### src/source/l2_consts.svh
`ifndef L2_CONSTS_SVH
`define L2_CONSTS_SVH

// Set index bits, four sets
`define L2_INDEX_WIDTH 2

// Word offset bits within a line, four words
`define L2_OFFSET_WIDTH 2

// Ways 0 and 1 take I fills, ways 2 and 3 take D fills
`define L2_WAYS 4

// Byte address width on both L1 and memory sides
`define L2_ADDR_WIDTH 32

`endif

### src/source/l2_pkg.sv
`default_nettype none

`include "l2_consts.svh"

package l2_pkg;

    // Source of the accepted request
    typedef enum logic [1:0] {
        src_none,
        src_icache,
        src_dread,
        src_dwrite
    } req_src_e;

    typedef logic [`L2_ADDR_WIDTH-`L2_INDEX_WIDTH-`L2_OFFSET_WIDTH-3:0] tag_t;
    typedef logic [`L2_INDEX_WIDTH-1:0] index_t;
    typedef logic [`L2_OFFSET_WIDTH-1:0] word_off_t;

    // Word 0 sits in the low bits
    typedef logic [32*(1<<`L2_OFFSET_WIDTH)-1:0] line_t;

    typedef logic [`L2_WAYS-1:0] way_mask_t;

endpackage

`default_nettype wire

### src/source/l2_cache.sv
`timescale 1ns/10ps
`default_nettype none

`include "l2_consts.svh"

module l2_cache (
    input  wire logic                      clk,
    input  wire logic                      rst_n,
    input  wire logic                      icache_req,
    input  wire logic [`L2_ADDR_WIDTH-1:0] icache_addr,
    output logic                           icache_addr_ok,
    output logic                           icache_data_ok,
    output l2_pkg::line_t                  icache_dout,
    input  wire logic                      dcache_req,
    input  wire logic                      dcache_wr,
    input  wire logic [`L2_ADDR_WIDTH-1:0] dcache_addr,
    input  wire logic [31:0]               dcache_din,
    input  wire logic [3:0]                dcache_wstrb,
    output logic                           dcache_addr_ok,
    output logic                           dcache_data_ok,
    output l2_pkg::line_t                  dcache_dout,
    output logic                           mem_req_r,
    output logic [`L2_ADDR_WIDTH-1:0]      mem_addr_r,
    output logic                           mem_req_w,
    output logic [`L2_ADDR_WIDTH-1:0]      mem_addr_w,
    output l2_pkg::line_t                  mem_dout,
    input  wire logic                      mem_addr_ok_r,
    input  wire logic                      mem_addr_ok_w,
    input  wire logic                      mem_data_ok,
    input  wire l2_pkg::line_t             mem_din
);
    import l2_pkg::*;

    localparam int LINE_LSB = `L2_OFFSET_WIDTH + 2;

    logic                      ready;
    logic                      req_valid;
    req_src_e                  req_src;
    logic [`L2_ADDR_WIDTH-1:0] req_addr;
    logic [31:0]               req_wdata;
    logic [3:0]                req_wstrb;
    way_mask_t                 way_hit;
    way_mask_t                 way_valid;
    way_mask_t                 way_dirty;
    way_mask_t                 fill_en;
    way_mask_t                 word_we;
    tag_t [`L2_WAYS-1:0]       victim_tags;
    line_t [`L2_WAYS-1:0]      way_lines;
    line_t                     fill_line;
    line_t                     l2_dout;

    l2_req_arbiter u_arbiter (
        .clk(clk), .rst_n(rst_n),
        .icache_req(icache_req), .icache_addr(icache_addr),
        .dcache_req(dcache_req), .dcache_wr(dcache_wr), .dcache_addr(dcache_addr),
        .dcache_din(dcache_din), .dcache_wstrb(dcache_wstrb), .ready(ready),
        .icache_addr_ok(icache_addr_ok), .dcache_addr_ok(dcache_addr_ok),
        .req_valid(req_valid), .req_src(req_src), .req_addr(req_addr),
        .req_wdata(req_wdata), .req_wstrb(req_wstrb)
    );

    // Every way sees the same held request
    for (genvar w = 0; w < `L2_WAYS; w++) begin : g_way
        l2_way u_way (
            .clk(clk), .rst_n(rst_n),
            .lookup_index(req_addr[LINE_LSB +: `L2_INDEX_WIDTH]),
            .lookup_tag(req_addr[`L2_ADDR_WIDTH-1:LINE_LSB+`L2_INDEX_WIDTH]),
            .fill_en(fill_en[w]), .fill_line(fill_line), .word_we(word_we[w]),
            .word_off(req_addr[2 +: `L2_OFFSET_WIDTH]),
            .word_data(req_wdata), .word_wstrb(req_wstrb),
            .hit(way_hit[w]), .valid(way_valid[w]), .dirty(way_dirty[w]),
            .victim_tag(victim_tags[w]), .line_out(way_lines[w])
        );
    end

    l2_ctrl u_ctrl (
        .clk(clk), .rst_n(rst_n),
        .req_valid(req_valid), .req_src(req_src), .req_addr(req_addr),
        .way_hit(way_hit), .way_valid(way_valid), .way_dirty(way_dirty),
        .victim_tags(victim_tags), .way_lines(way_lines),
        .mem_addr_ok_r(mem_addr_ok_r), .mem_addr_ok_w(mem_addr_ok_w),
        .mem_data_ok(mem_data_ok), .mem_din(mem_din),
        .ready(ready), .fill_en(fill_en), .word_we(word_we), .fill_line(fill_line),
        .icache_data_ok(icache_data_ok), .dcache_data_ok(dcache_data_ok), .dout(l2_dout),
        .mem_req_r(mem_req_r), .mem_addr_r(mem_addr_r),
        .mem_req_w(mem_req_w), .mem_addr_w(mem_addr_w), .mem_dout(mem_dout)
    );

    assign icache_dout = l2_dout;
    assign dcache_dout = l2_dout;

endmodule

`default_nettype wire

### src/source/l2_ctrl.sv
`timescale 1ns/10ps
`default_nettype none

`include "l2_consts.svh"

module l2_ctrl (
    input  wire logic                          clk,
    input  wire logic                          rst_n,
    input  wire logic                          req_valid,
    input  wire l2_pkg::req_src_e              req_src,
    input  wire logic [`L2_ADDR_WIDTH-1:0]     req_addr,
    input  wire l2_pkg::way_mask_t             way_hit,
    input  wire l2_pkg::way_mask_t             way_valid,
    input  wire l2_pkg::way_mask_t             way_dirty,
    input  wire l2_pkg::tag_t [`L2_WAYS-1:0]   victim_tags,
    input  wire l2_pkg::line_t [`L2_WAYS-1:0]  way_lines,
    input  wire logic                          mem_addr_ok_r,
    input  wire logic                          mem_addr_ok_w,
    input  wire logic                          mem_data_ok,
    input  wire l2_pkg::line_t                 mem_din,
    output logic                               ready,
    output l2_pkg::way_mask_t                  fill_en,
    output l2_pkg::way_mask_t                  word_we,
    output l2_pkg::line_t                      fill_line,
    output logic                               icache_data_ok,
    output logic                               dcache_data_ok,
    output l2_pkg::line_t                      dout,
    output logic                               mem_req_r,
    output logic [`L2_ADDR_WIDTH-1:0]          mem_addr_r,
    output logic                               mem_req_w,
    output logic [`L2_ADDR_WIDTH-1:0]          mem_addr_w,
    output l2_pkg::line_t                      mem_dout
);
    import l2_pkg::*;

    localparam int LINE_LSB = `L2_OFFSET_WIDTH + 2;
    localparam int SETS     = 1 << `L2_INDEX_WIDTH;
    localparam int PAIRS    = `L2_WAYS / 2;
    localparam int WAY_BITS = $clog2(`L2_WAYS);

    typedef enum logic [2:0] {
        S_IDLE,
        S_LOOKUP,
        S_WB,
        S_REFILL,
        S_MERGE,
        S_RESPOND
    } state_e;

    state_e                       state_q;
    state_e                       cur;
    logic                         mem_sent_q;
    logic [SETS-1:0][PAIRS-1:0]   plru_q;
    logic [WAY_BITS-1:0]          victim_q;
    logic [WAY_BITS-1:0]          hit_way;
    logic [WAY_BITS-1:0]          pick_way;
    logic [WAY_BITS-1:0]          sel_way;
    index_t                       index;
    logic                         pair;
    logic                         any_hit;
    logic                         resp;

    assign index   = req_addr[LINE_LSB +: `L2_INDEX_WIDTH];
    assign any_hit = |way_hit;

    // The cycle that carries req_valid is the lookup
    assign cur   = (state_q == S_IDLE && req_valid) ? S_LOOKUP : state_q;
    assign ready = (cur == S_IDLE);

    always_comb begin
        hit_way = '0;
        for (int w = 0; w < `L2_WAYS; w++) begin
            if (way_hit[w]) begin
                hit_way = WAY_BITS'(w);
            end
        end
    end

    // First invalid way of the pair, else the one not used last
    assign pair = (req_src != src_icache);

    always_comb begin
        if (!way_valid[{pair, 1'b0}]) begin
            pick_way = {pair, 1'b0};
        end else if (!way_valid[{pair, 1'b1}]) begin
            pick_way = {pair, 1'b1};
        end else begin
            pick_way = {pair, ~plru_q[index][pair]};
        end
    end

    always_ff @(posedge clk) begin
        if (!rst_n) begin
            state_q    <= S_IDLE;
            mem_sent_q <= 1'b0;
            plru_q     <= '0;
        end else begin
            case (cur)
                S_LOOKUP: begin
                    if (any_hit) begin
                        plru_q[index][hit_way[1]] <= hit_way[0];
                        state_q <= S_IDLE;
                    end else if (way_valid[pick_way] && way_dirty[pick_way]) begin
                        state_q <= S_WB;
                    end else begin
                        state_q <= S_REFILL;
                    end
                end
                S_WB: begin
                    if (mem_sent_q && mem_data_ok) begin
                        mem_sent_q <= 1'b0;
                        state_q    <= S_REFILL;
                    end else if (mem_addr_ok_w) begin
                        mem_sent_q <= 1'b1;
                    end
                end
                S_REFILL: begin
                    if (mem_sent_q && mem_data_ok) begin
                        mem_sent_q <= 1'b0;
                        plru_q[index][victim_q[1]] <= victim_q[0];
                        state_q <= (req_src == src_dwrite) ? S_MERGE : S_RESPOND;
                    end else if (mem_addr_ok_r) begin
                        mem_sent_q <= 1'b1;
                    end
                end
                S_MERGE:   state_q <= S_RESPOND;
                S_RESPOND: state_q <= S_IDLE;
                default:   state_q <= S_IDLE;
            endcase
        end
    end

    always_ff @(posedge clk) begin
        if (cur == S_LOOKUP) begin
            victim_q <= pick_way;
        end
    end

    // Way writes
    assign fill_line = mem_din;
    assign fill_en   = (cur == S_REFILL && mem_sent_q && mem_data_ok) ?
                       way_mask_t'(1) << victim_q : '0;

    always_comb begin
        if (cur == S_LOOKUP && any_hit && req_src == src_dwrite) begin
            word_we = way_hit;
        end else if (cur == S_MERGE) begin
            word_we = way_mask_t'(1) << victim_q;
        end else begin
            word_we = '0;
        end
    end

    // L1 response
    assign sel_way        = (cur == S_LOOKUP) ? hit_way : victim_q;
    assign dout           = way_lines[sel_way];
    assign resp           = (cur == S_LOOKUP && any_hit) || (cur == S_RESPOND);
    assign icache_data_ok = resp && (req_src == src_icache);
    assign dcache_data_ok = resp && (req_src == src_dread || req_src == src_dwrite);

    // Memory side, one transaction open at a time
    assign mem_req_w  = (cur == S_WB) && !mem_sent_q;
    assign mem_addr_w = {victim_tags[victim_q], index, {LINE_LSB{1'b0}}};
    assign mem_dout   = way_lines[victim_q];
    assign mem_req_r  = (cur == S_REFILL) && !mem_sent_q;
    assign mem_addr_r = {req_addr[`L2_ADDR_WIDTH-1:LINE_LSB], {LINE_LSB{1'b0}}};

endmodule

`default_nettype wire

### src/source/l2_req_arbiter.sv
`timescale 1ns/10ps
`default_nettype none

`include "l2_consts.svh"

module l2_req_arbiter (
    input  wire logic                      clk,
    input  wire logic                      rst_n,
    input  wire logic                      icache_req,
    input  wire logic [`L2_ADDR_WIDTH-1:0] icache_addr,
    input  wire logic                      dcache_req,
    input  wire logic                      dcache_wr,
    input  wire logic [`L2_ADDR_WIDTH-1:0] dcache_addr,
    input  wire logic [31:0]               dcache_din,
    input  wire logic [3:0]                dcache_wstrb,
    input  wire logic                      ready,
    output logic                           icache_addr_ok,
    output logic                           dcache_addr_ok,
    output logic                           req_valid,
    output l2_pkg::req_src_e               req_src,
    output logic [`L2_ADDR_WIDTH-1:0]      req_addr,
    output logic [31:0]                    req_wdata,
    output logic [3:0]                     req_wstrb
);
    import l2_pkg::*;

    logic accept;

    // D side wins, I waits until no D request is pending
    assign dcache_addr_ok = ready & dcache_req;
    assign icache_addr_ok = ready & icache_req & ~dcache_req;
    assign accept         = dcache_addr_ok | icache_addr_ok;

    always_ff @(posedge clk) begin
        if (!rst_n) begin
            req_valid <= 1'b0;
            req_src   <= src_none;
        end else begin
            req_valid <= accept;
            if (accept) begin
                if (dcache_req) begin
                    req_src <= dcache_wr ? src_dwrite : src_dread;
                end else begin
                    req_src <= src_icache;
                end
            end
        end
    end

    // Request buffer, held until the next acceptance
    always_ff @(posedge clk) begin
        if (accept) begin
            req_addr  <= dcache_req ? dcache_addr : icache_addr;
            req_wdata <= dcache_din;
            req_wstrb <= dcache_wstrb;
        end
    end

endmodule

`default_nettype wire

### src/source/l2_way.sv
`timescale 1ns/10ps
`default_nettype none

`include "l2_consts.svh"

module l2_way (
    input  wire logic              clk,
    input  wire logic              rst_n,
    input  wire l2_pkg::index_t    lookup_index,
    input  wire l2_pkg::tag_t      lookup_tag,
    input  wire logic              fill_en,
    input  wire l2_pkg::line_t     fill_line,
    input  wire logic              word_we,
    input  wire l2_pkg::word_off_t word_off,
    input  wire logic [31:0]       word_data,
    input  wire logic [3:0]        word_wstrb,
    output logic                   hit,
    output logic                   valid,
    output logic                   dirty,
    output l2_pkg::tag_t           victim_tag,
    output l2_pkg::line_t          line_out
);
    import l2_pkg::*;

    localparam int SETS = 1 << `L2_INDEX_WIDTH;

    logic [SETS-1:0] valid_q;
    logic [SETS-1:0] dirty_q;
    tag_t            tag_q  [SETS];
    line_t           line_q [SETS];

    assign valid      = valid_q[lookup_index];
    assign dirty      = dirty_q[lookup_index];
    assign victim_tag = tag_q[lookup_index];
    assign line_out   = line_q[lookup_index];
    assign hit        = valid_q[lookup_index] && (tag_q[lookup_index] == lookup_tag);

    always_ff @(posedge clk) begin
        if (!rst_n) begin
            valid_q <= '0;
            dirty_q <= '0;
        end else if (fill_en) begin
            valid_q[lookup_index] <= 1'b1;
            dirty_q[lookup_index] <= 1'b0;
        end else if (word_we) begin
            dirty_q[lookup_index] <= 1'b1;
        end
    end

    // Whole line on fill, otherwise byte merge into one word
    always_ff @(posedge clk) begin
        if (fill_en) begin
            tag_q[lookup_index]  <= lookup_tag;
            line_q[lookup_index] <= fill_line;
        end else if (word_we) begin
            for (int b = 0; b < 4; b++) begin
                if (word_wstrb[b]) begin
                    line_q[lookup_index][32*word_off + 8*b +: 8] <= word_data[8*b +: 8];
                end
            end
        end
    end

endmodule

`default_nettype wire

### config.mk
export PLATFORM = sky130hd
export DESIGN_NAME = l2_cache
export DESIGN_NICKNAME = d
export VERILOG_FILES = /design/src/source/l2_pkg.sv /design/src/source/l2_cache.sv /design/src/source/l2_ctrl.sv /design/src/source/l2_req_arbiter.sv /design/src/source/l2_way.sv
export VERILOG_INCLUDE_DIRS = /design/src /design/src/source
export SDC_FILE = /design/constraint.sdc
export NUM_CORES = 2
export LEC_CHECK = 0
export BUFFER_PORTS_ARGS = -buffer_cell sky130_fd_sc_hd__buf_2
export CORE_UTILIZATION = 30
export DETAILED_ROUTE_END_ITERATION = 6
export SLEW_MARGIN = 10
export SYNTH_ARGS = -nofsm -noshare
export SYNTH_HDL_FRONTEND = slang
export SYNTH_SLANG_ARGS = --single-unit
### constraint.sdc
create_clock -name clk -period 11.8 [get_ports clk]
set_input_delay 1.18 -clock clk [delete_from_list [all_inputs] [get_ports clk]]
set_output_delay 1.18 -clock clk [all_outputs]
set_load 0.05 [all_outputs]
# After elaboration in Yosys (flattened, before gate mapping)
# Memory sizes are Yosys's and may differ from the RTL's. A register that Yosys moved wholly into a read port is not among the register bits.
# Index checks and enable logic that the tools add are counted.
[op_classes]
addsub = 7
order_cmp = 12
eq_ne = 18
n_shift = 9
mux = 2197
bitwise = 2067
n_reduce_logical = 33
[ops]
columns = ["operator", "count"]
rows = [
  ["128-bit two-way mux", 18],
  ["1-bit two-way mux", 2121],
  ["1-bit OR", 2049],
  ["128-bit binary-select mux with 2-bit select", 2],
  ["8-bit by 34-bit variable shift with 128-bit output, first input constant", 4],
  ["8-bit by 34-bit indexed part select with 128-bit output", 4],
  ["26-bit equality test", 4],
  ["32-bit negation with 34-bit output", 3],
  ["26-bit binary-select mux with 2-bit select", 1],
  ["4-bit two-way mux", 11],
  ["7-bit negation with 34-bit output", 1],
  ["32-bit two-way mux", 1],
  ["4-bit OR", 8],
  ["2-bit two-way mux", 15],
  ["26-bit two-way mux", 1],
  ["1-bit binary-select mux with 2-bit select", 10],
  ["1-bit logical AND", 18],
  ["2-bit by 3-bit less-than comparator with 1-bit output, second input constant", 6],
  ["7-bit by 5-bit adder with 8-bit output, second input constant", 2],
  ["4-bit AND", 4],
  ["8-bit bitwise mux", 2],
  ["8-bit two-way mux", 2],
  ["8-bit one-hot mux with 2 select lines", 1],
  ["3-bit two-way mux", 4],
  ["28 further kinds", 51],
]
[word_totals]
reg_bits = 117
ramBits = 2464
input_bits = 236
out_inout_bits = 454
wordCells = 4371
memories = 8
[mem_list]
columns = ["name", "depth", "word_bits", "rd", "rd_clocked_by_memory_dff", "wr", "line", "text"]
rows = [
  ["g_way[0].u_way.line_q", 4, 128, 1, 1, 1, "l2_way.sv:30", "line_t line_q [SETS];"],
  ["g_way[1].u_way.line_q", 4, 128, 1, 1, 1, "l2_way.sv:30", ""],
  ["g_way[2].u_way.line_q", 4, 128, 1, 1, 1, "l2_way.sv:30", ""],
  ["g_way[3].u_way.line_q", 4, 128, 1, 1, 1, "l2_way.sv:30", ""],
  ["g_way[0].u_way.tag_q", 4, 26, 1, 1, 1, "l2_way.sv:29", "tag_t tag_q [SETS];"],
  ["g_way[1].u_way.tag_q", 4, 26, 1, 1, 1, "l2_way.sv:29", ""],
  ["2 more memories", "-", "-", "-", "-", "-", "-", ""],
]

# Depth between registers and ports, before layout
[depth]
word_depth = 15
ltp_mapped = 17
depth_no_buf = 9

# Modules after synthesis
# A second synthesis with hierarchy kept.
[unflattened]
cells_unflattened = 6195
hier_area_um2 = 113789.1
[modules_own_cells]
columns = ["module", "instances", "cells_each", "area_per_inst_um2", "seq_area_each_um2"]
rows = [
  ["l2_way at g_way[1].u_way", 1, 1266, 25042.8, 18657.9],
  ["l2_way at g_way[2].u_way", 1, 1263, 25016.5, 18657.9],
  ["l2_way at g_way[3].u_way", 1, 1257, 24979.0, 18657.9],
  ["l2_way at g_way[0].u_way", 1, 1255, 24931.4, 18657.9],
  ["l2_ctrl", 1, 910, 10296.1, 300.3],
  ["l2_req_arbiter", 1, 116, 2562.5, 2102.0],
  ["l2_cache", 1, 128, 960.9, 0.0],
]

# Worst setup path after synthesis
# Ideal clock, no wire load.
[synth_timing]
path_kind = "register -> output"
startpoint = "register u_arbiter.req_addr[9]"
endpoint = "output icache_dout[0]"
arrival_time_ps = 4386
t_required_ps = 10620
path_slack_ps = 6234
path_stages_with_launch = 14
path_buffers = 4
path_cell_list = "edfxtp_1 buf_1 inv_1 a221oi_1 a21oi_1 or4_1 a2111oi_4 nor2_2 a21oi_2 buf_4 buf_6 mux2i_1 mux2i_1 buf_4"
[synth_between]
elab_chain_len = 8
word_cells_on_any_way = 12
classes_between = "eq/ne (3); mux (6); reduce/logical (3)"
[synth_lines]
columns = ["element", "line", "text"]
rows = [
  ["from (decl)", "l2_req_arbiter.sv:21", "output logic [`L2_ADDR_WIDTH-1:0] req_addr,"],
  ["from (signal assigned)", "l2_req_arbiter.sv:53", "req_addr <= dcache_req ? dcache_addr : icache_addr;"],
  ["26-bit equality test", "l2_way.sv:36", "assign hit = valid_q[lookup_index] && (tag_q[lookup_index] == lookup_tag);"],
  ["1-bit logical AND", "l2_way.sv:36", ""],
  ["1-bit two-way mux", "l2_ctrl.sv:73", "if (way_hit[w]) begin"],
  ["2-bit two-way mux", "l2_ctrl.sv:73", ""],
  ["2-bit two-way mux *", "l2_ctrl.sv:73", ""],
  ["2-bit two-way mux *", "l2_ctrl.sv:155", "assign sel_way = (cur == S_LOOKUP) ? hit_way : victim_q;"],
  ["128-bit binary-select mux with 2-bit select *", "l2_ctrl.sv:156", "assign dout = way_lines[sel_way];"],
  ["128-bit two-way mux (implied by the code) *", "l2_ctrl.sv:156", ""],
  ["to (decl)", "l2_cache.sv:13", "output l2_pkg::line_t icache_dout,"],
]
# Mark *: on every way between the ends. The rest lies on a longest branch, timed or not. The select of a mux whose other input is x is not followed.

==> impl_results.md <==
- Min Tclk post-route: about 9300 ps
- Max-cap violations: 0
- Drt pass-1 iters: 5
- Least-Margin Pin Slew: around 1300 ps
- Final ANT Viol Nets: 0
- Register share of total power: 30.8%
- Flop2flop setup slack: around 4700 ps
- Seq/Total Area, Yosys: between 60% and 70%
- Critical Path Fanout Max: roughly 110
- Antenna violations before repair: about 100
- Routability cong.: 0.872
- Sw frac: a little over two fifths
- LEAKAGE: between 0.04 and 0.05 uW
- # hold bufs at CTS: 0
- DR iter-0 viols: 6198
- Global-route wire length before repair: 487 mm
- FFs w/ async S/R, synth: 0%
- CTS buffer count: 286
- TNS Setup: 0 ps
- Hold path start: dcache_din[6]
- Switch Pwr: 14800 uW
- Worst Path Buf+Inv: 4
- CTS Root Buffer Type: clkbuf_16
- Critical path type: flop to output pin
- Post-CTS setup buffer count: 0
- Slew HR: between 10 and 15%
- Clock network power share: 25.5%
- CP peak stage delay: roughly 860 ps
- Worst EP arrival: just over 8000 ps
- Period utilization: roughly four fifths
- H-tree levels: 5
- Comb power frac: a little over two fifths
- Worst skew pair latency: roughly 940 ps
- Power density over the cells: between 200 and 300 nW/um2
- Largest net degree at the start of global routing: about 110
- Syn Inst Count: a little under 6k
- Number of global-route vias before repair: 61.5k
- Wire length per cell: between 30 and 40 um
- Startpoint Class: flop
- Post-synthesis register bit count: 2581
- Overflow after GRT: 0
- Fin. Hold Viols: 0
- # rows: ~230
- Vias per std cell: around 5.2
- Reg clk slew, reported paths: approximately 60 ps
- EDFF count, synth: approximately 2.5k
- Deepest clock path buffer count: 4
- Core ar.: roughly 380000 um2
- CP Cell Sequence: buf_12, mux2i_1, xnor2_1, or4_1, a211oi_1, and3_1, nor2_2, a21oi_4, buf_4, buf_4, mux2i_1, mux2i_1, buf_2
- Int Power: between 15000 and 20000 uW
- Worst EP required: around 11000 ps
- Setup crit end kind: output pin
- Layout cells sized above 1: a little under two fifths
- Final setup viols: 0
- Width of the die: 620 um
- Final wirelength: 357 mm
- Post_cts resized: 0
- Final Max Slew Viols: 0
- Peak VDD IR: approximately 0.00034 V
- Initial core utilization: between 30 and 40%
- Number of port buffers: approximately 680
- Slowest cell on crit path: a21oi_4
- Die height: approximately 620 um
- Synth Area per Inst: approximately 19 um2
- CTS Sinks: roughly 2.6k
- Top delay family on crit path: buffers and inverters
- I/O pin cnt: 690
- DP HPWL: between 200 and 250 mm
- Worst hold path class: input port to flop
- Layout Nets: between 6k and 7k
- Status: finished, final reports clean
- RSZ-0062 raised after global routing: false
- Number of synthesis warnings: 0
- DRC: 0
- Via Count: a little over 60k
- Post-Syn Area: between 100000 and 150000 um2
- TritonCTS clock tree: yes
- Die Area: about 390000 um2
- Most used cell, CP: mux2i_1
- Gr usage total: between 15 and 20%
- Skew final: between 100 and 150 ps
- Fin area: between 100000 and 150000 um2
- Syn-to-layout area delta: 15.0%
- Commonest register cell after synthesis: edfxtp_1
- Post-synth cell types: around 80
- Peak Freq: 107 MHz
- DP Area: between 100000 and 150000 um2
==> power groups by stage <==
stage	combinational, uW	sequential [uW]	clock, uW
3_3_place_gp	15100	10800	0
6_report	15100	10600	8800
2_1_floorplan	11200	10700	0
3_5_place_dp	15200	10800	0
4_1_cts	15200	10600	8950
5_1_grt	15600	10600	9250
==> sequential cells by signal (all words and copies together), names as in the netlist, named ones only <==
name / cells
g_way.u_way.valid_q: 16
u_arbiter.req_src: 2
u_arbiter.req_valid: 1
u_arbiter.req_wdata: 32
u_ctrl.mem_sent_q: 1
u_arbiter.req_addr: 30
u_ctrl.victim_q: 2
g_way.u_way.line_q: 2048
u_ctrl.state_q: 3
u_arbiter.req_wstrb: 4
g_way.u_way.tag_q: 416
u_ctrl.plru_q: 8
==> logic make-up (layout without fill, tap and decap cells) <==
family	count (synthesis)	count (layout)	share of synthesized area (%)
compound gates	291	291	1.62
xor+xnor	97	97	0.740
fa+ha+maj	6	6	0.0654
buf+inv	541	1326	2.74
flops	2581	2581	67.1
mux	1825	1825	24.8
other cells	1	106	0.00327
simple gates	551	551	2.90
==> worst reg2reg max path, stage by stage, from the launching register on <==
cell and delay, ps:
dfxtp_4 750, buf_4 740, buf_4 580, mux4_2 630, xnor2_1 290, o2111ai_1 150, a211oi_1 250, o211ai_1 160
or4_4 640, o21ai_4 240, buf_4 800, nand3_4 400, a21oi_1 1050
==> layout by cell type, fill, tap and decap left out, types with 7 or more instances in the layout <==
master | synthesis | routed
clkinv_1 | 0 | 54
conb_1 | 1 | 8
o21ai_0 | 15 | 15
nor3_1 | 12 | 12
mux2i_1 | 535 | 534
mux2_2 | 366 | 366
inv_1 | 15 | 14
mux2_4 | 96 | 96
nand4_1 | 16 | 16
nand3_1 | 12 | 11
mux2_1 | 96 | 96
nor3b_1 | 16 | 16
nand3_2 | 19 | 19
nand3_4 | 29 | 30
and3_1 | 73 | 73
clkinv_8 | 0 | 9
a221oi_1 | 7 | 7
mux4_2 | 732 | 732
buf_2 | 102 | 677
a21oi_1 | 158 | 157
xor2_1 | 19 | 19
and2_1 | 76 | 76
o21a_1 | 17 | 16
o22ai_1 | 15 | 15
clkinvlp_4 | 0 | 8
clkbuf_1 | 184 | 64
edfxtp_1 | 2532 | 2532
bufinv_16 | 0 | 21
buf_4 | 163 | 113
nor2_4 | 16 | 32
xnor2_1 | 78 | 78
nand2_1 | 55 | 53
clkinv_2 | 0 | 47
dfxtp_1 | 49 | 47
diode_2 | 0 | 98
a211oi_1 | 8 | 8
clkbuf_16 | 0 | 291
nor4_1 | 13 | 13
nor2_1 | 189 | 172
==> final cells by class <==
| cell class | instances | area (um2) |
|---|---|---|
| clock inverter | 157 | 1600 |
| antenna | 98 | 245 |
| tap | 5016 | 6280 |
| multi-input combinational | 2778 | 34900 |
| clock buffer | 357 | 7550 |
| inverter | 16 | 60.1 |
| fill | 35400 | 248000 |
| sequential | 2581 | 77000 |
| timing repair buffer | 796 | 4360 |
==> worst paths after layout <==
path / cells past startpoint / to
max reg2reg: 12 / g_way[0].u_way.line_q[3][38]
min: 1 / u_arbiter.req_wdata[6]
min reg2reg: 1 / g_way[1].u_way.valid_q[3]
max: 13 / dcache_dout[20]
==> cells in the mapped netlist (all sizes together) (17+ instances only) <==
| master | instances | area [um2] |
|---|---|---|
| mux4 | 732 | 16500 |
| edfxtp | 2532 | 76000 |
| and2 | 76 | 475 |
| nand3 | 60 | 758 |
| a21oi | 159 | 800 |
| mux2i | 535 | 5360 |
| and3 | 73 | 457 |
| xnor2 | 78 | 683 |
| mux2 | 558 | 6640 |
| dfxtp | 49 | 981 |
| nand2 | 55 | 206 |
| xor2 | 19 | 166 |
| buf | 339 | 2380 |
| nor2 | 206 | 896 |
| o21a | 17 | 128 |
| clkbuf | 186 | 701 |
==> routing by layer <==
layer	vias up	wire length, um	track usage (%)
met5	-	128	0
met2	2671	174000	29.7
met1	32700	137000	22.3
li1	25400	-	-
met4	20	20300	9.77
met3	654	25400	3.44
==> stage by stage <==
step | hold slack (ps) | util, % | power (uW) | setup WS (ps) | std cells
final | 417 | 34.8 | 34500 | 2480 | 11800
after CTS | 337 | 34.7 | 34800 | 2540 | 11700
after floorplan | 435 | - | 21900 | 6230 | 5900
after global placement | 441 | 32.3 | 25900 | 3550 | 11200
after global routing | 378 | 34.7 | 35500 | 2410 | 11800
after detailed placement | 451 | 32.3 | 26000 | 3530 | 11200
(Power assumes the default switching activity.)
